**src/nanorv32_defs.svh**
```systemverilog
// Fixed chip widths and a 64K peripheral window, word offsets in address bits 3 to 2 only
`ifndef NANORV32_DEFS_SVH
`define NANORV32_DEFS_SVH

`define NRV_DATA_W        32     // Bus data word
`define NRV_ADDR_W        16     // One 64K window
`define NRV_GPIO_W        16     // GPIO pin count
`define NRV_IRQ_W         8      // Interrupt sources, bit 0 GPIO, bit 1 external
`define NRV_SYNC_STAGES   2      // Flops per synchronizer, at least 2

// Region field of the address
`define NRV_REGION_MSB    15
`define NRV_REGION_LSB    12
`define NRV_REGION_GPIO    4'd0
`define NRV_REGION_INTC    4'd1
`define NRV_REGION_CPUCTRL 4'd2

// Word offset field inside a region
`define NRV_OFS_MSB       3
`define NRV_OFS_LSB       2
`define NRV_GPIO_OUT      2'd0   // Output data
`define NRV_GPIO_DIR      2'd1   // Output enables
`define NRV_GPIO_IN       2'd2   // Synchronized pins, read only
`define NRV_GPIO_IRQ      2'd3   // Mask in [31:16], pending in [15:0]
`define NRV_INTC_EN       2'd0
`define NRV_INTC_PEND     2'd1
`define NRV_CPUCTRL_CTRL  2'd0   // Bit 0 holds the CPU in reset

`endif

```
**src/nanorv32_pkg.sv**
```systemverilog
// Bus and register-access types for the peripheral side; byte selects are carried but unused
`include "nanorv32_defs.svh"

package nanorv32_pkg;

   // Master side of Wishbone classic
   typedef struct packed {
      logic                    cyc;
      logic                    stb;
      logic                    we;
      logic [`NRV_ADDR_W-1:0]  adr;
      logic [`NRV_DATA_W-1:0]  dat;
      logic [`NRV_DATA_W/8-1:0] sel;   // Ignored, full words only
   } wb_req_t;

   // Slave side, dat valid only with ack
   typedef struct packed {
      logic                    ack;
      logic [`NRV_DATA_W-1:0]  dat;
   } wb_rsp_t;

   // Decoded access, one cycle wide
   typedef struct packed {
      logic                    we;      // Write strobe, accept cycle only
      logic [1:0]              ofs;     // Word offset in region
      logic [`NRV_DATA_W-1:0]  wdata;
   } reg_access_t;

   // One-hot target of the access
   typedef struct packed {
      logic                    gpio;
      logic                    intc;
      logic                    cpuctrl;
   } periph_sel_t;

endpackage

```
**src/periph_decode.sv**
```systemverilog
// Wishbone classic slave, full-word accesses only, one access per two cycles, unmapped reads zero
`timescale 1ns/100ps
`include "nanorv32_defs.svh"

module periph_decode (
   input  logic                       clk_i,
   input  logic                       arst_n_i,
   input  nanorv32_pkg::wb_req_t      wb_req_i,
   input  logic [`NRV_DATA_W-1:0]     gpio_rdata_i,
   input  logic [`NRV_DATA_W-1:0]     intc_rdata_i,
   input  logic [`NRV_DATA_W-1:0]     cpuctrl_rdata_i,
   output nanorv32_pkg::wb_rsp_t      wb_rsp_o,
   output nanorv32_pkg::reg_access_t  reg_acc_o,
   output nanorv32_pkg::periph_sel_t  periph_sel_o
);

   logic                    accept;       // Request taken this cycle
   logic [3:0]              region;
   logic [`NRV_DATA_W-1:0]  rdata_mux;
   logic                    ack_q;
   logic [`NRV_DATA_W-1:0]  rdata_q;

   assign accept = wb_req_i.cyc & wb_req_i.stb & ~ack_q;   // No accept in ack cycle
   assign region = wb_req_i.adr[`NRV_REGION_MSB:`NRV_REGION_LSB];

   // Region to one-hot, only while accepting
   always_comb begin
      periph_sel_o = '0;
      if (accept) begin
         case (region)
            `NRV_REGION_GPIO:    periph_sel_o.gpio    = 1'b1;
            `NRV_REGION_INTC:    periph_sel_o.intc    = 1'b1;
            `NRV_REGION_CPUCTRL: periph_sel_o.cpuctrl = 1'b1;
            default:             periph_sel_o         = '0;   // Unmapped
         endcase
      end
   end

   assign reg_acc_o.we    = accept & wb_req_i.we;                      // Strobe
   assign reg_acc_o.ofs   = wb_req_i.adr[`NRV_OFS_MSB:`NRV_OFS_LSB];
   assign reg_acc_o.wdata = wb_req_i.dat;

   always_comb begin
      rdata_mux = '0;                                  // Unmapped reads zero
      if (periph_sel_o.gpio)    rdata_mux = gpio_rdata_i;
      if (periph_sel_o.intc)    rdata_mux = intc_rdata_i;
      if (periph_sel_o.cpuctrl) rdata_mux = cpuctrl_rdata_i;
   end

   always_ff @(posedge clk_i or negedge arst_n_i) begin
      if (!arst_n_i) begin
         ack_q <= 1'b0;
      end else begin
         ack_q <= accept;                              // One cycle after accept
      end
   end

   always_ff @(posedge clk_i) begin
      if (accept) begin
         rdata_q <= rdata_mux;                         // Held until next access
      end
   end

   assign wb_rsp_o.ack = ack_q;
   assign wb_rsp_o.dat = rdata_q;

   // At most one peripheral sees the access
   a_sel_onehot : assert property (@(posedge clk_i) disable iff (!arst_n_i)
      $onehot0(periph_sel_o));

   // Held stb must not produce back-to-back acks
   a_ack_single : assert property (@(posedge clk_i) disable iff (!arst_n_i)
      ack_q |=> !ack_q);

endmodule

```
**src/gpio_regs.sv**
```systemverilog
// GPIO with rising-edge interrupts; IRQ offset write sets mask from [31:16], clears pending with 1s in [15:0]
`timescale 1ns/100ps
`include "nanorv32_defs.svh"

module gpio_regs (
   input  logic                       clk_i,
   input  logic                       arst_n_i,
   input  nanorv32_pkg::reg_access_t  reg_acc_i,
   input  logic                       sel_i,
   input  logic [`NRV_GPIO_W-1:0]     gpio_in_i,
   output logic [`NRV_DATA_W-1:0]     rdata_o,
   output logic [`NRV_GPIO_W-1:0]     gpio_out_o,
   output logic [`NRV_GPIO_W-1:0]     gpio_oe_o,
   output logic                       gpio_irq_o
);

   logic                                         wr;
   logic [`NRV_SYNC_STAGES-1:0][`NRV_GPIO_W-1:0] sync_q;    // [0] is first stage
   logic [`NRV_GPIO_W-1:0]                       in_q;
   logic [`NRV_GPIO_W-1:0]                       out_q;
   logic [`NRV_GPIO_W-1:0]                       dir_q;
   logic [`NRV_GPIO_W-1:0]                       mask_q;
   logic [`NRV_GPIO_W-1:0]                       pend_q;
   logic [`NRV_GPIO_W-1:0]                       rise;
   logic [`NRV_GPIO_W-1:0]                       clr;

   assign wr   = sel_i & reg_acc_i.we;
   assign rise = sync_q[`NRV_SYNC_STAGES-1] & ~in_q & mask_q;    // Masked rising edges
   assign clr  = (wr && reg_acc_i.ofs == `NRV_GPIO_IRQ) ?
                 reg_acc_i.wdata[`NRV_GPIO_W-1:0] : '0;          // Write 1 to clear

   always_ff @(posedge clk_i or negedge arst_n_i) begin
      if (!arst_n_i) begin
         sync_q <= '0;
         in_q   <= '0;
         out_q  <= '0;
         dir_q  <= '0;                                   // All pins inputs
         mask_q <= '0;
         pend_q <= '0;
      end else begin
         sync_q <= {sync_q[`NRV_SYNC_STAGES-2:0], gpio_in_i};
         in_q   <= sync_q[`NRV_SYNC_STAGES-1];
         pend_q <= (pend_q & ~clr) | rise;              // New edge beats clear
         if (wr) begin
            case (reg_acc_i.ofs)
               `NRV_GPIO_OUT: out_q  <= reg_acc_i.wdata[`NRV_GPIO_W-1:0];
               `NRV_GPIO_DIR: dir_q  <= reg_acc_i.wdata[`NRV_GPIO_W-1:0];
               `NRV_GPIO_IRQ: mask_q <= reg_acc_i.wdata[`NRV_DATA_W-1:`NRV_GPIO_W];
               default:       mask_q <= mask_q;          // Input register read only
            endcase
         end
      end
   end

   // Read word for the decoder
   always_comb begin
      rdata_o = '0;
      case (reg_acc_i.ofs)
         `NRV_GPIO_OUT: rdata_o[`NRV_GPIO_W-1:0] = out_q;
         `NRV_GPIO_DIR: rdata_o[`NRV_GPIO_W-1:0] = dir_q;
         `NRV_GPIO_IN:  rdata_o[`NRV_GPIO_W-1:0] = in_q;
         default:       rdata_o[`NRV_GPIO_W-1:0] = pend_q;    // Pending only
      endcase
   end

   assign gpio_out_o = out_q;
   assign gpio_oe_o  = dir_q;
   assign gpio_irq_o = |pend_q;                          // Level to the controller

endmodule

```
**src/nanorv32_intc.sv**
```systemverilog
// Interrupt controller; source 0 GPIO level, source 1 external edge latched, sources 7 to 2 tied low
`timescale 1ns/100ps
`include "nanorv32_defs.svh"

module nanorv32_intc (
   input  logic                       clk_i,
   input  logic                       arst_n_i,
   input  nanorv32_pkg::reg_access_t  reg_acc_i,
   input  logic                       sel_i,
   input  logic                       gpio_irq_i,
   input  logic                       irq_ext_i,
   output logic [`NRV_DATA_W-1:0]     rdata_o,
   output logic                       cpu_irq_o
);

   logic                          wr;
   logic [`NRV_SYNC_STAGES-1:0]   ext_sync_q;    // External pin synchronizer
   logic                          ext_d;         // Last synchronized value
   logic                          ext_pend_q;
   logic [`NRV_IRQ_W-1:0]         en_q;
   logic [`NRV_IRQ_W-1:0]         sources;
   logic                          cpu_irq_q;

   assign wr      = sel_i & reg_acc_i.we;
   assign sources = {{(`NRV_IRQ_W-2){1'b0}}, ext_pend_q, gpio_irq_i};

   always_ff @(posedge clk_i or negedge arst_n_i) begin
      if (!arst_n_i) begin
         ext_sync_q <= '0;
         ext_d      <= 1'b0;
         ext_pend_q <= 1'b0;
         en_q       <= '0;
         cpu_irq_q  <= 1'b0;
      end else begin
         ext_sync_q <= {ext_sync_q[`NRV_SYNC_STAGES-2:0], irq_ext_i};
         ext_d      <= ext_sync_q[`NRV_SYNC_STAGES-1];
         if (ext_sync_q[`NRV_SYNC_STAGES-1] & ~ext_d) begin
            ext_pend_q <= 1'b1;                          // Edge wins over clear
         end else if (wr && reg_acc_i.ofs == `NRV_INTC_PEND && reg_acc_i.wdata[1]) begin
            ext_pend_q <= 1'b0;
         end
         if (wr && reg_acc_i.ofs == `NRV_INTC_EN) begin
            en_q <= reg_acc_i.wdata[`NRV_IRQ_W-1:0];
         end
         cpu_irq_q <= |(sources & en_q);                 // Registered to the core
      end
   end

   always_comb begin
      rdata_o = '0;
      case (reg_acc_i.ofs)
         `NRV_INTC_EN:   rdata_o[`NRV_IRQ_W-1:0] = en_q;
         `NRV_INTC_PEND: rdata_o[`NRV_IRQ_W-1:0] = sources;   // Raw source vector
         default:        rdata_o = '0;
      endcase
   end

   assign cpu_irq_o = cpu_irq_q;

   // All sources disabled means no request one cycle later
   a_irq_needs_en : assert property (@(posedge clk_i) disable iff (!arst_n_i)
      (en_q == '0) |=> !cpu_irq_q);

endmodule

```
**src/cpuctrl.sv**
```systemverilog
// CPU control register; bit 0 holds the core in reset, release takes two clock edges after clearing
`timescale 1ns/100ps
`include "nanorv32_defs.svh"

module cpuctrl (
   input  logic                       clk_i,
   input  logic                       arst_n_i,
   input  nanorv32_pkg::reg_access_t  reg_acc_i,
   input  logic                       sel_i,
   output logic [`NRV_DATA_W-1:0]     rdata_o,
   output logic                       cpu_rst_n_o
);

   logic                          hold_q;        // CTRL bit 0
   logic                          rst_async_n;
   logic [`NRV_SYNC_STAGES-1:0]   rst_sync_q;    // Shifts ones in after release

   always_ff @(posedge clk_i or negedge arst_n_i) begin
      if (!arst_n_i) begin
         hold_q <= 1'b0;                             // Core runs after chip reset
      end else if (sel_i && reg_acc_i.we && reg_acc_i.ofs == `NRV_CPUCTRL_CTRL) begin
         hold_q <= reg_acc_i.wdata[0];
      end
   end

   // Assert asynchronously, release synchronously
   assign rst_async_n = arst_n_i & ~hold_q;

   always_ff @(posedge clk_i or negedge rst_async_n) begin
      if (!rst_async_n) begin
         rst_sync_q <= '0;
      end else begin
         rst_sync_q <= {rst_sync_q[`NRV_SYNC_STAGES-2:0], 1'b1};
      end
   end

   assign cpu_rst_n_o = rst_sync_q[`NRV_SYNC_STAGES-1];

   always_comb begin
      rdata_o = '0;
      if (reg_acc_i.ofs == `NRV_CPUCTRL_CTRL) begin
         rdata_o[0] = hold_q;
      end
   end

   // Core must stay in reset while held
   a_hold_rst : assert property (@(posedge clk_i) disable iff (!arst_n_i)
      hold_q |-> !cpu_rst_n_o);

endmodule

```
**src/nanorv32_periph.sv**
```systemverilog
// Peripheral side of the chip on one Wishbone classic slave port, single clock, full-word accesses
`timescale 1ns/100ps
`include "nanorv32_defs.svh"

module nanorv32_periph (
   input  logic                       clk_i,
   input  logic                       arst_n_i,
   input  nanorv32_pkg::wb_req_t      wb_req_i,
   input  logic [`NRV_GPIO_W-1:0]     gpio_in_i,
   input  logic                       irq_ext_i,
   output nanorv32_pkg::wb_rsp_t      wb_rsp_o,
   output logic [`NRV_GPIO_W-1:0]     gpio_out_o,
   output logic [`NRV_GPIO_W-1:0]     gpio_oe_o,
   output logic                       cpu_irq_o,
   output logic                       cpu_rst_n_o
);

   nanorv32_pkg::reg_access_t  reg_acc;        // Shared by all peripherals
   nanorv32_pkg::periph_sel_t  periph_sel;
   logic [`NRV_DATA_W-1:0]     gpio_rdata;
   logic [`NRV_DATA_W-1:0]     intc_rdata;
   logic [`NRV_DATA_W-1:0]     cpuctrl_rdata;
   logic                       gpio_irq;       // GPIO to controller source 0

   periph_decode u_decode (
      .clk_i           (clk_i),
      .arst_n_i        (arst_n_i),
      .wb_req_i        (wb_req_i),
      .gpio_rdata_i    (gpio_rdata),
      .intc_rdata_i    (intc_rdata),
      .cpuctrl_rdata_i (cpuctrl_rdata),
      .wb_rsp_o        (wb_rsp_o),
      .reg_acc_o       (reg_acc),
      .periph_sel_o    (periph_sel)
   );

   gpio_regs u_gpio (
      .clk_i      (clk_i),
      .arst_n_i   (arst_n_i),
      .reg_acc_i  (reg_acc),
      .sel_i      (periph_sel.gpio),
      .gpio_in_i  (gpio_in_i),
      .rdata_o    (gpio_rdata),
      .gpio_out_o (gpio_out_o),
      .gpio_oe_o  (gpio_oe_o),
      .gpio_irq_o (gpio_irq)
   );

   nanorv32_intc u_intc (
      .clk_i      (clk_i),
      .arst_n_i   (arst_n_i),
      .reg_acc_i  (reg_acc),
      .sel_i      (periph_sel.intc),
      .gpio_irq_i (gpio_irq),
      .irq_ext_i  (irq_ext_i),
      .rdata_o    (intc_rdata),
      .cpu_irq_o  (cpu_irq_o)
   );

   cpuctrl u_cpuctrl (
      .clk_i       (clk_i),
      .arst_n_i    (arst_n_i),
      .reg_acc_i   (reg_acc),
      .sel_i       (periph_sel.cpuctrl),
      .rdata_o     (cpuctrl_rdata),
      .cpu_rst_n_o (cpu_rst_n_o)
   );

endmodule

```
**config.mk**
```make
export PLATFORM = sky130hd
export DESIGN_NAME = nanorv32_periph
export DESIGN_NICKNAME = d
export VERILOG_FILES = /design/src/nanorv32_pkg.sv /design/src/periph_decode.sv /design/src/gpio_regs.sv /design/src/nanorv32_intc.sv /design/src/cpuctrl.sv /design/src/nanorv32_periph.sv
export VERILOG_INCLUDE_DIRS = /design/src
export SDC_FILE = /design/constraint.sdc
export NUM_CORES = 1
export LEC_CHECK = 0
export ABC_AREA = 0
export CORE_MARGIN = 3
export CORE_UTILIZATION = 40
export CTS_CLUSTER_SIZE = 28
export DETAILED_ROUTE_END_ITERATION = 10
export DONT_BUFFER_PORTS = 1
export GPL_TIMING_DRIVEN = 1
export PLACE_DENSITY = 0.67
export SLEW_MARGIN = 20
export SYNTH_ARGS = -nofsm -noshare
export SYNTH_HDL_FRONTEND = slang
export SYNTH_SLANG_ARGS = --single-unit
```
**constraint.sdc**
```tcl
create_clock -name clk_i -period 0.8 [get_ports clk_i]
set_input_delay 0.04 -clock clk_i [delete_from_list [all_inputs] [get_ports clk_i]]
set_output_delay 0.04 -clock clk_i [all_outputs]
set_load 0.02 [all_outputs]
```
# Word level (Yosys, flattened, before mapping)
# Index checks and enable logic that the tools add are counted.
# classes
shifts	0
div	0
bitwise_logic	18
n_addsub	0
n_lt_le_gt_ge	0
mul	0
reduce_logical	16
mux	13
eq_ne	5
# op_table
cell	count
$and A16 B16 Y16	3
$pmux W16 S3	1
$not A16 Y16	2
$mux W16	1
$mux W8	2
$or A16 B16 Y16	1
$pmux W8 S2	1
$reduce_or A16 Y1	1
$and A2 B8 Y8	1
$reduce_or A8 Y1	1
$and A1 B1 Y1	7
$mux W1	7
$logic_and A1 B1 Y1	6
$reduce_and A2 Y1	3
$eq A2 B2 Y1 const B	2
$eq A4 B1 Y1 const B	1
$eq A4 B2 Y1 const B	1
$logic_not A4 Y1	1
$not A1 Y1	4
$mux W3	1
$reduce_or A3 Y1	1
$eq A2 B1 Y1 const B	1
$logic_not A2 Y1	1
$reduce_bool A2 Y1	1
$reduce_or A2 Y1	1
# word_totals
inputBits	74
memories	0
ram_bits	0
elab_cells	71
ff_bits	161
mem_bits_ro	0
latch_bits	0

# Longest topological paths before layout
# logic_depth
depth_word	9
ltp_mapped	6
depth_no_buf	5

# By module
# From an unflattened synthesis, not the netlist that was laid out.
# unflattened
hier_cells	599
area_unflattened_um2	7907.6
# by_module_without_submodules
mod	instances	cells_each	area_per_inst_um2
gpio_regs	1	276	4475.5
periph_decode	1	219	2356.0
nanorv32_intc	1	64	723.2
cpuctrl	1	40	352.8

# Worst setup path after synthesis
# No wires, ideal clock.
# synth_path
path_kind	register -> register
start	register u_decode.ack_q
end	register u_gpio.dir_q[10] (netlist: u_gpio.gpio_oe_o[10])
synth_period_minus_slack_ps	2152
n_path_buf	1
setup_time_ps	125
arrival_ps	2028
path_stages_with_launch	7
slack_ps	-1352
path_cell_list	dfrtp_1 > nand3b_4 > inv_1 > nand3_1 > nor3_4 > buf_4 > mux2_2
# synth_between
elab_chain_len	5
elab_cells_between_ends	6
cone_classes	mux (1); bitwise (4); reduce/logical (1)
# synth_lines
element	line	rtl
start: declaration	periph_decode.sv:20	logic ack_q;
start signal: assignment	periph_decode.sv:54	ack_q <= accept;
$not A1 Y1 *	periph_decode.sv:23	assign accept = wb_req_i.cyc & wb_req_i.stb & ~ack_q;
$and A1 B1 Y1 *	periph_decode.sv:23	
net u_decode.accept	periph_decode.sv:17	logic accept;
$mux W3 or $and A1 B1 Y1 (tied branches)	periph_decode.sv:29, periph_decode.sv:39	
$and A1 B1 Y1 *	gpio_regs.sv:27	assign wr = sel_i & reg_acc_i.we;
$reduce_and A2 Y1 (no source line) *	n/a	
end signal: assignment	gpio_regs.sv:47	`NRV_GPIO_DIR: dir_q <= reg_acc_i.wdata[`NRV_GPIO_W-1:0];
end: declaration	gpio_regs.sv:21	logic [`NRV_GPIO_W-1:0] dir_q;
# The timed path passes the listed nets; every way through them passes the cells marked *.
# A chain may end at the register's enable or synchronous reset.

# Worst setup path in the final report
# layout_path
start	register u_decode.ack_q
end	register u_decode.rdata_q[0] (data pin)
# layout_between
elab_chain_len	6
# layout_lines
element	line	rtl
$not A1 Y1 *	periph_decode.sv:23	
$and A1 B1 Y1 *	periph_decode.sv:23	
net u_decode.accept	periph_decode.sv:17	
$mux W3 *	periph_decode.sv:29	if (accept) begin
$mux W8	periph_decode.sv:45	if (periph_sel_o.gpio) rdata_mux = gpio_rdata_i;
$mux W8	periph_decode.sv:46	if (periph_sel_o.intc) rdata_mux = intc_rdata_i;
$mux W1 *	periph_decode.sv:47	if (periph_sel_o.cpuctrl) rdata_mux = cpuctrl_rdata_i;
net u_decode.rdata_mux[0]	periph_decode.sv:19	logic [`NRV_DATA_W-1:0] rdata_mux;
end signal: assignment	periph_decode.sv:60	rdata_q <= rdata_mux;
end: declaration	periph_decode.sv:21	logic [`NRV_DATA_W-1:0] rdata_q;
# Marked as above.

==> qor.txt <==
Seq/Total Area, Yosys = 66.49%
Adder-cell share of the synthesized area = 0%
Reg power frac = 44.2%
Num CTS Buffers = 17
Post-synthesis cell area = 5578 µm²
Worst-Skew Late Latency = 420 ps
DP Wirelength = 8700 µm
Routed wire per std cell = 20.90 µm
Die ar. = 15400 µm²
GR Util All Layers = 19.22%
Clk buf depth = 2
Final Setup Violations = 159
Area post-placement = 6299 µm²
Final cell count without fillers = 683
Compound-Gate Fraction of Synth Area = 4.576%
Layout net count = 568
Core ar. = 13450 µm²
# IOs = 141
Unrepaired setup endpoints after global routing = true
Post-route DRC = 0
Number of flops mapped to enable cells by yosys = 16
Cell-internal power = 0.01425 W
Period Utilization, post-route = 206.9%
Layout cell share with drive strength beyond 1 = 48.32%
DR vias/cell = 5.105
CP Depth = 6
Setup TNS = -86290 ps
FF-to-FF path depth = 6
Area of the multi-input gates = 2057 µm²
Area delta synth->final = 46.25%
Hold buffers post-CTS = 51
Buffers on Ports = 0
Avg Inst Size Synth = 15.98 µm²
Min Hold Slack = -682.7 ps
Outcome = finished, violations left
Synth cell types = 32
1st-pass router iterations = 4
Clock slew at reported path FFs = 60 ps
Cells after Synth = 349
Filler cells = 1018
Rows = 42
Synth Area in Simple Gates = 7.133%
Clock Power Share = 48.7%
Crit-path max cell delay = 360 ps
Worst Path Required = 970 ps
Mux cell area share after synthesis = 17.97%
Number of antenna violations at the first check in global routing = 0
Number of warnings issued by yosys = 0
First-pass GRT wire length = 21510 µm
MaxCap Viol Count = 0
Synth Flop Type = dfrtp_1
Pins Over Slew Limit = 0
Clock sinks = 145
Failing checks = negative hold slack, negative setup slack
DP Cell Count = 583
Async set or reset register ratio after synthesis = 88.97%
Post-synthesis xor/xnor area fraction = 0%
Register area = 3722 µm²
Clock skew = 5.778 ps
DRT Wirelength = 14280 µm
Vias in the first global route = 3635
Routability Congestion = 0.7963
CTS tree = built
Most frequent cells in the layout = dfrtp_1 (118), dlygate4sd3_1 (51), buf_6 (49)
Ant. Diodes = 0
Initial DRC Count = 302
Crit path buf inv count = 3
Top delay family on crit path = buffers and inverters
Most common library cell in the layout ignoring fill and taps = dfrtp_1
Tot Pwr = 0.01808 W
Worst Path Arrival = 1820 ps
Post-route design area = 8158 µm²
Peak VDD IR = 1.740 mV
Global route overflow = 0
Slowest-stage cell, CP = dfrtp_1
Final hold violation count = 129
Final min period = 1656 ps
CP Cell Sequence = nand3b_4 -> clkinvlp_4 -> buf_4 -> buf_8 -> and4_4 -> a221o_1
Highest clock rate = 604.0 MHz
Actual slew at the worst max-slew pin = 509.3 ps
CTS root buffer = clkbuf_16
Crit path max fanout = 4
CP endpoint kind = flop
PD cells = 2217 nW/µm²
Crit path kind = flop to flop
Die W = 124.1 µm
Final WS setup = -855.6 ps
Vias = 3487
Post-route ant nets = 0
Initial Util = 41.46%
Die Ht = 124.1 µm
Post-synthesis register bit count = 145
Comb power frac = 7.1%
Switching Fraction = 21.23%
H-tree levels = 4
Sw Pwr = 0.003839 W
HP Class = input pin to async pin
Worst slew margin = 65.92%
Pin count of the biggest net entering global routing = 129
Lkg Pwr = 3.603 nW
Main combinational cell family by area after synthesis = multiplexers
Startpoint Class = flop
flip-flops by register name, summed over array words and instances (netlist names), 8 cells and up:
register,count
u_decode.rdata_q,16
u_gpio.gpio_oe_o,16
u_gpio.gpio_out_o,16
u_gpio.in_q,16
u_gpio.mask_q,16
u_gpio.pend_q,16
u_gpio.sync_q,32
u_intc.en_q,8
metal layers:
layer / GRT usage, % / vias up / wire (µm)
met4: 5.818 / 0 / 187
met2: 30.07 / 125 / 7250
met3: 6.267 / 12 / 936
li1: - / 1539 / -
met1: 25.74 / 1811 / 5901
met5: 0 / - / 0
Yosys cell counts, types with 2 or more instances:
cell | count | area share, %
a221o_1 | 2 | 0.36
a22o_1 | 2 | 0.31
a32o_1 | 6 | 1.1
buf_2 | 3 | 0.27
buf_4 | 20 | 2.7
buf_6 | 2 | 0.40
conb_1 | 2 | 0.13
dfrtp_1 | 129 | 58
edfxtp_1 | 16 | 8.6
inv_1 | 3 | 0.20
mux2_2 | 59 | 12
mux4_2 | 15 | 6.1
nand2_1 | 33 | 2.2
nand3_1 | 4 | 0.36
nand4_1 | 3 | 0.34
nor2_1 | 4 | 0.27
nor2b_1 | 13 | 1.5
nor4_1 | 4 | 0.45
o2bb2ai_1 | 16 | 2.5
cell type report:
class | count | share of cell area (%)
clock buffers | 19 | 5.567
flip-flops and latches | 145 | 45.63
multi-input cells | 189 | 25.21
inverters | 3 | 0.1840
repair buffers | 138 | 18.17
well taps | 176 | 2.699
clock inverters | 13 | 2.531
through the flow:
step	worst slack (ps)	hold WS, ps	util (%)
floorplan	-1029	-255.6	-
global placement	-784.5	-251.5	46.82
detailed placement	-837.6	-252.2	46.82
CTS	-807.0	-699.9	59.06
global route	-887.4	-705.2	60.64
finish	-855.6	-682.7	60.64
logic make-up after synthesis:
logic type | after synthesis
DFF | 145
buffers and inverters | 30
and+or+nand+nor | 70
muxes | 74
AOI/OAI and AO/OA | 28
other | 2
final timing paths:
check / end / slack (ps) / startpoint
max reg2reg: u_decode.rdata_q[0] / -860 / u_decode.ack_q
min in group clk_i: u_intc.en_q[7] / 10 / wb_req_i[52]
min: u_gpio.gpio_out_o[0] / -680 / arst_n_i
max: u_decode.rdata_q[0] / -860 / u_decode.ack_q
max in group asynchronous: u_cpuctrl.rst_sync_q[1] / 300 / u_cpuctrl.hold_q
min reg2reg: u_cpuctrl.rst_sync_q[0] / 320 / u_cpuctrl.hold_q
power by group through the flow:
| stage | Clock, W | Sequential, W | Combinational, W |
|---|---|---|---|
| 5_1_grt | 0.00930 | 0.00802 | 0.00136 |
| 2_1_floorplan | 0 | 0.00814 | 0.000557 |
| 6_report | 0.00881 | 0.00799 | 0.00128 |
| 4_1_cts | 0.00894 | 0.00798 | 0.00121 |
| 3_3_place_gp | 0 | 0.00808 | 0.000812 |
| 3_5_place_dp | 0 | 0.00810 | 0.000828 |
repair_timing:
action,in CTS,in global routing
cloned,3,1
endpoints found under the setup margin,159,159
pin swaps,6,2
gates resized for setup,90,34
setup buffers,9,9
hold endpoints to repair,222,129
Power figures use the tool's default switching activity.
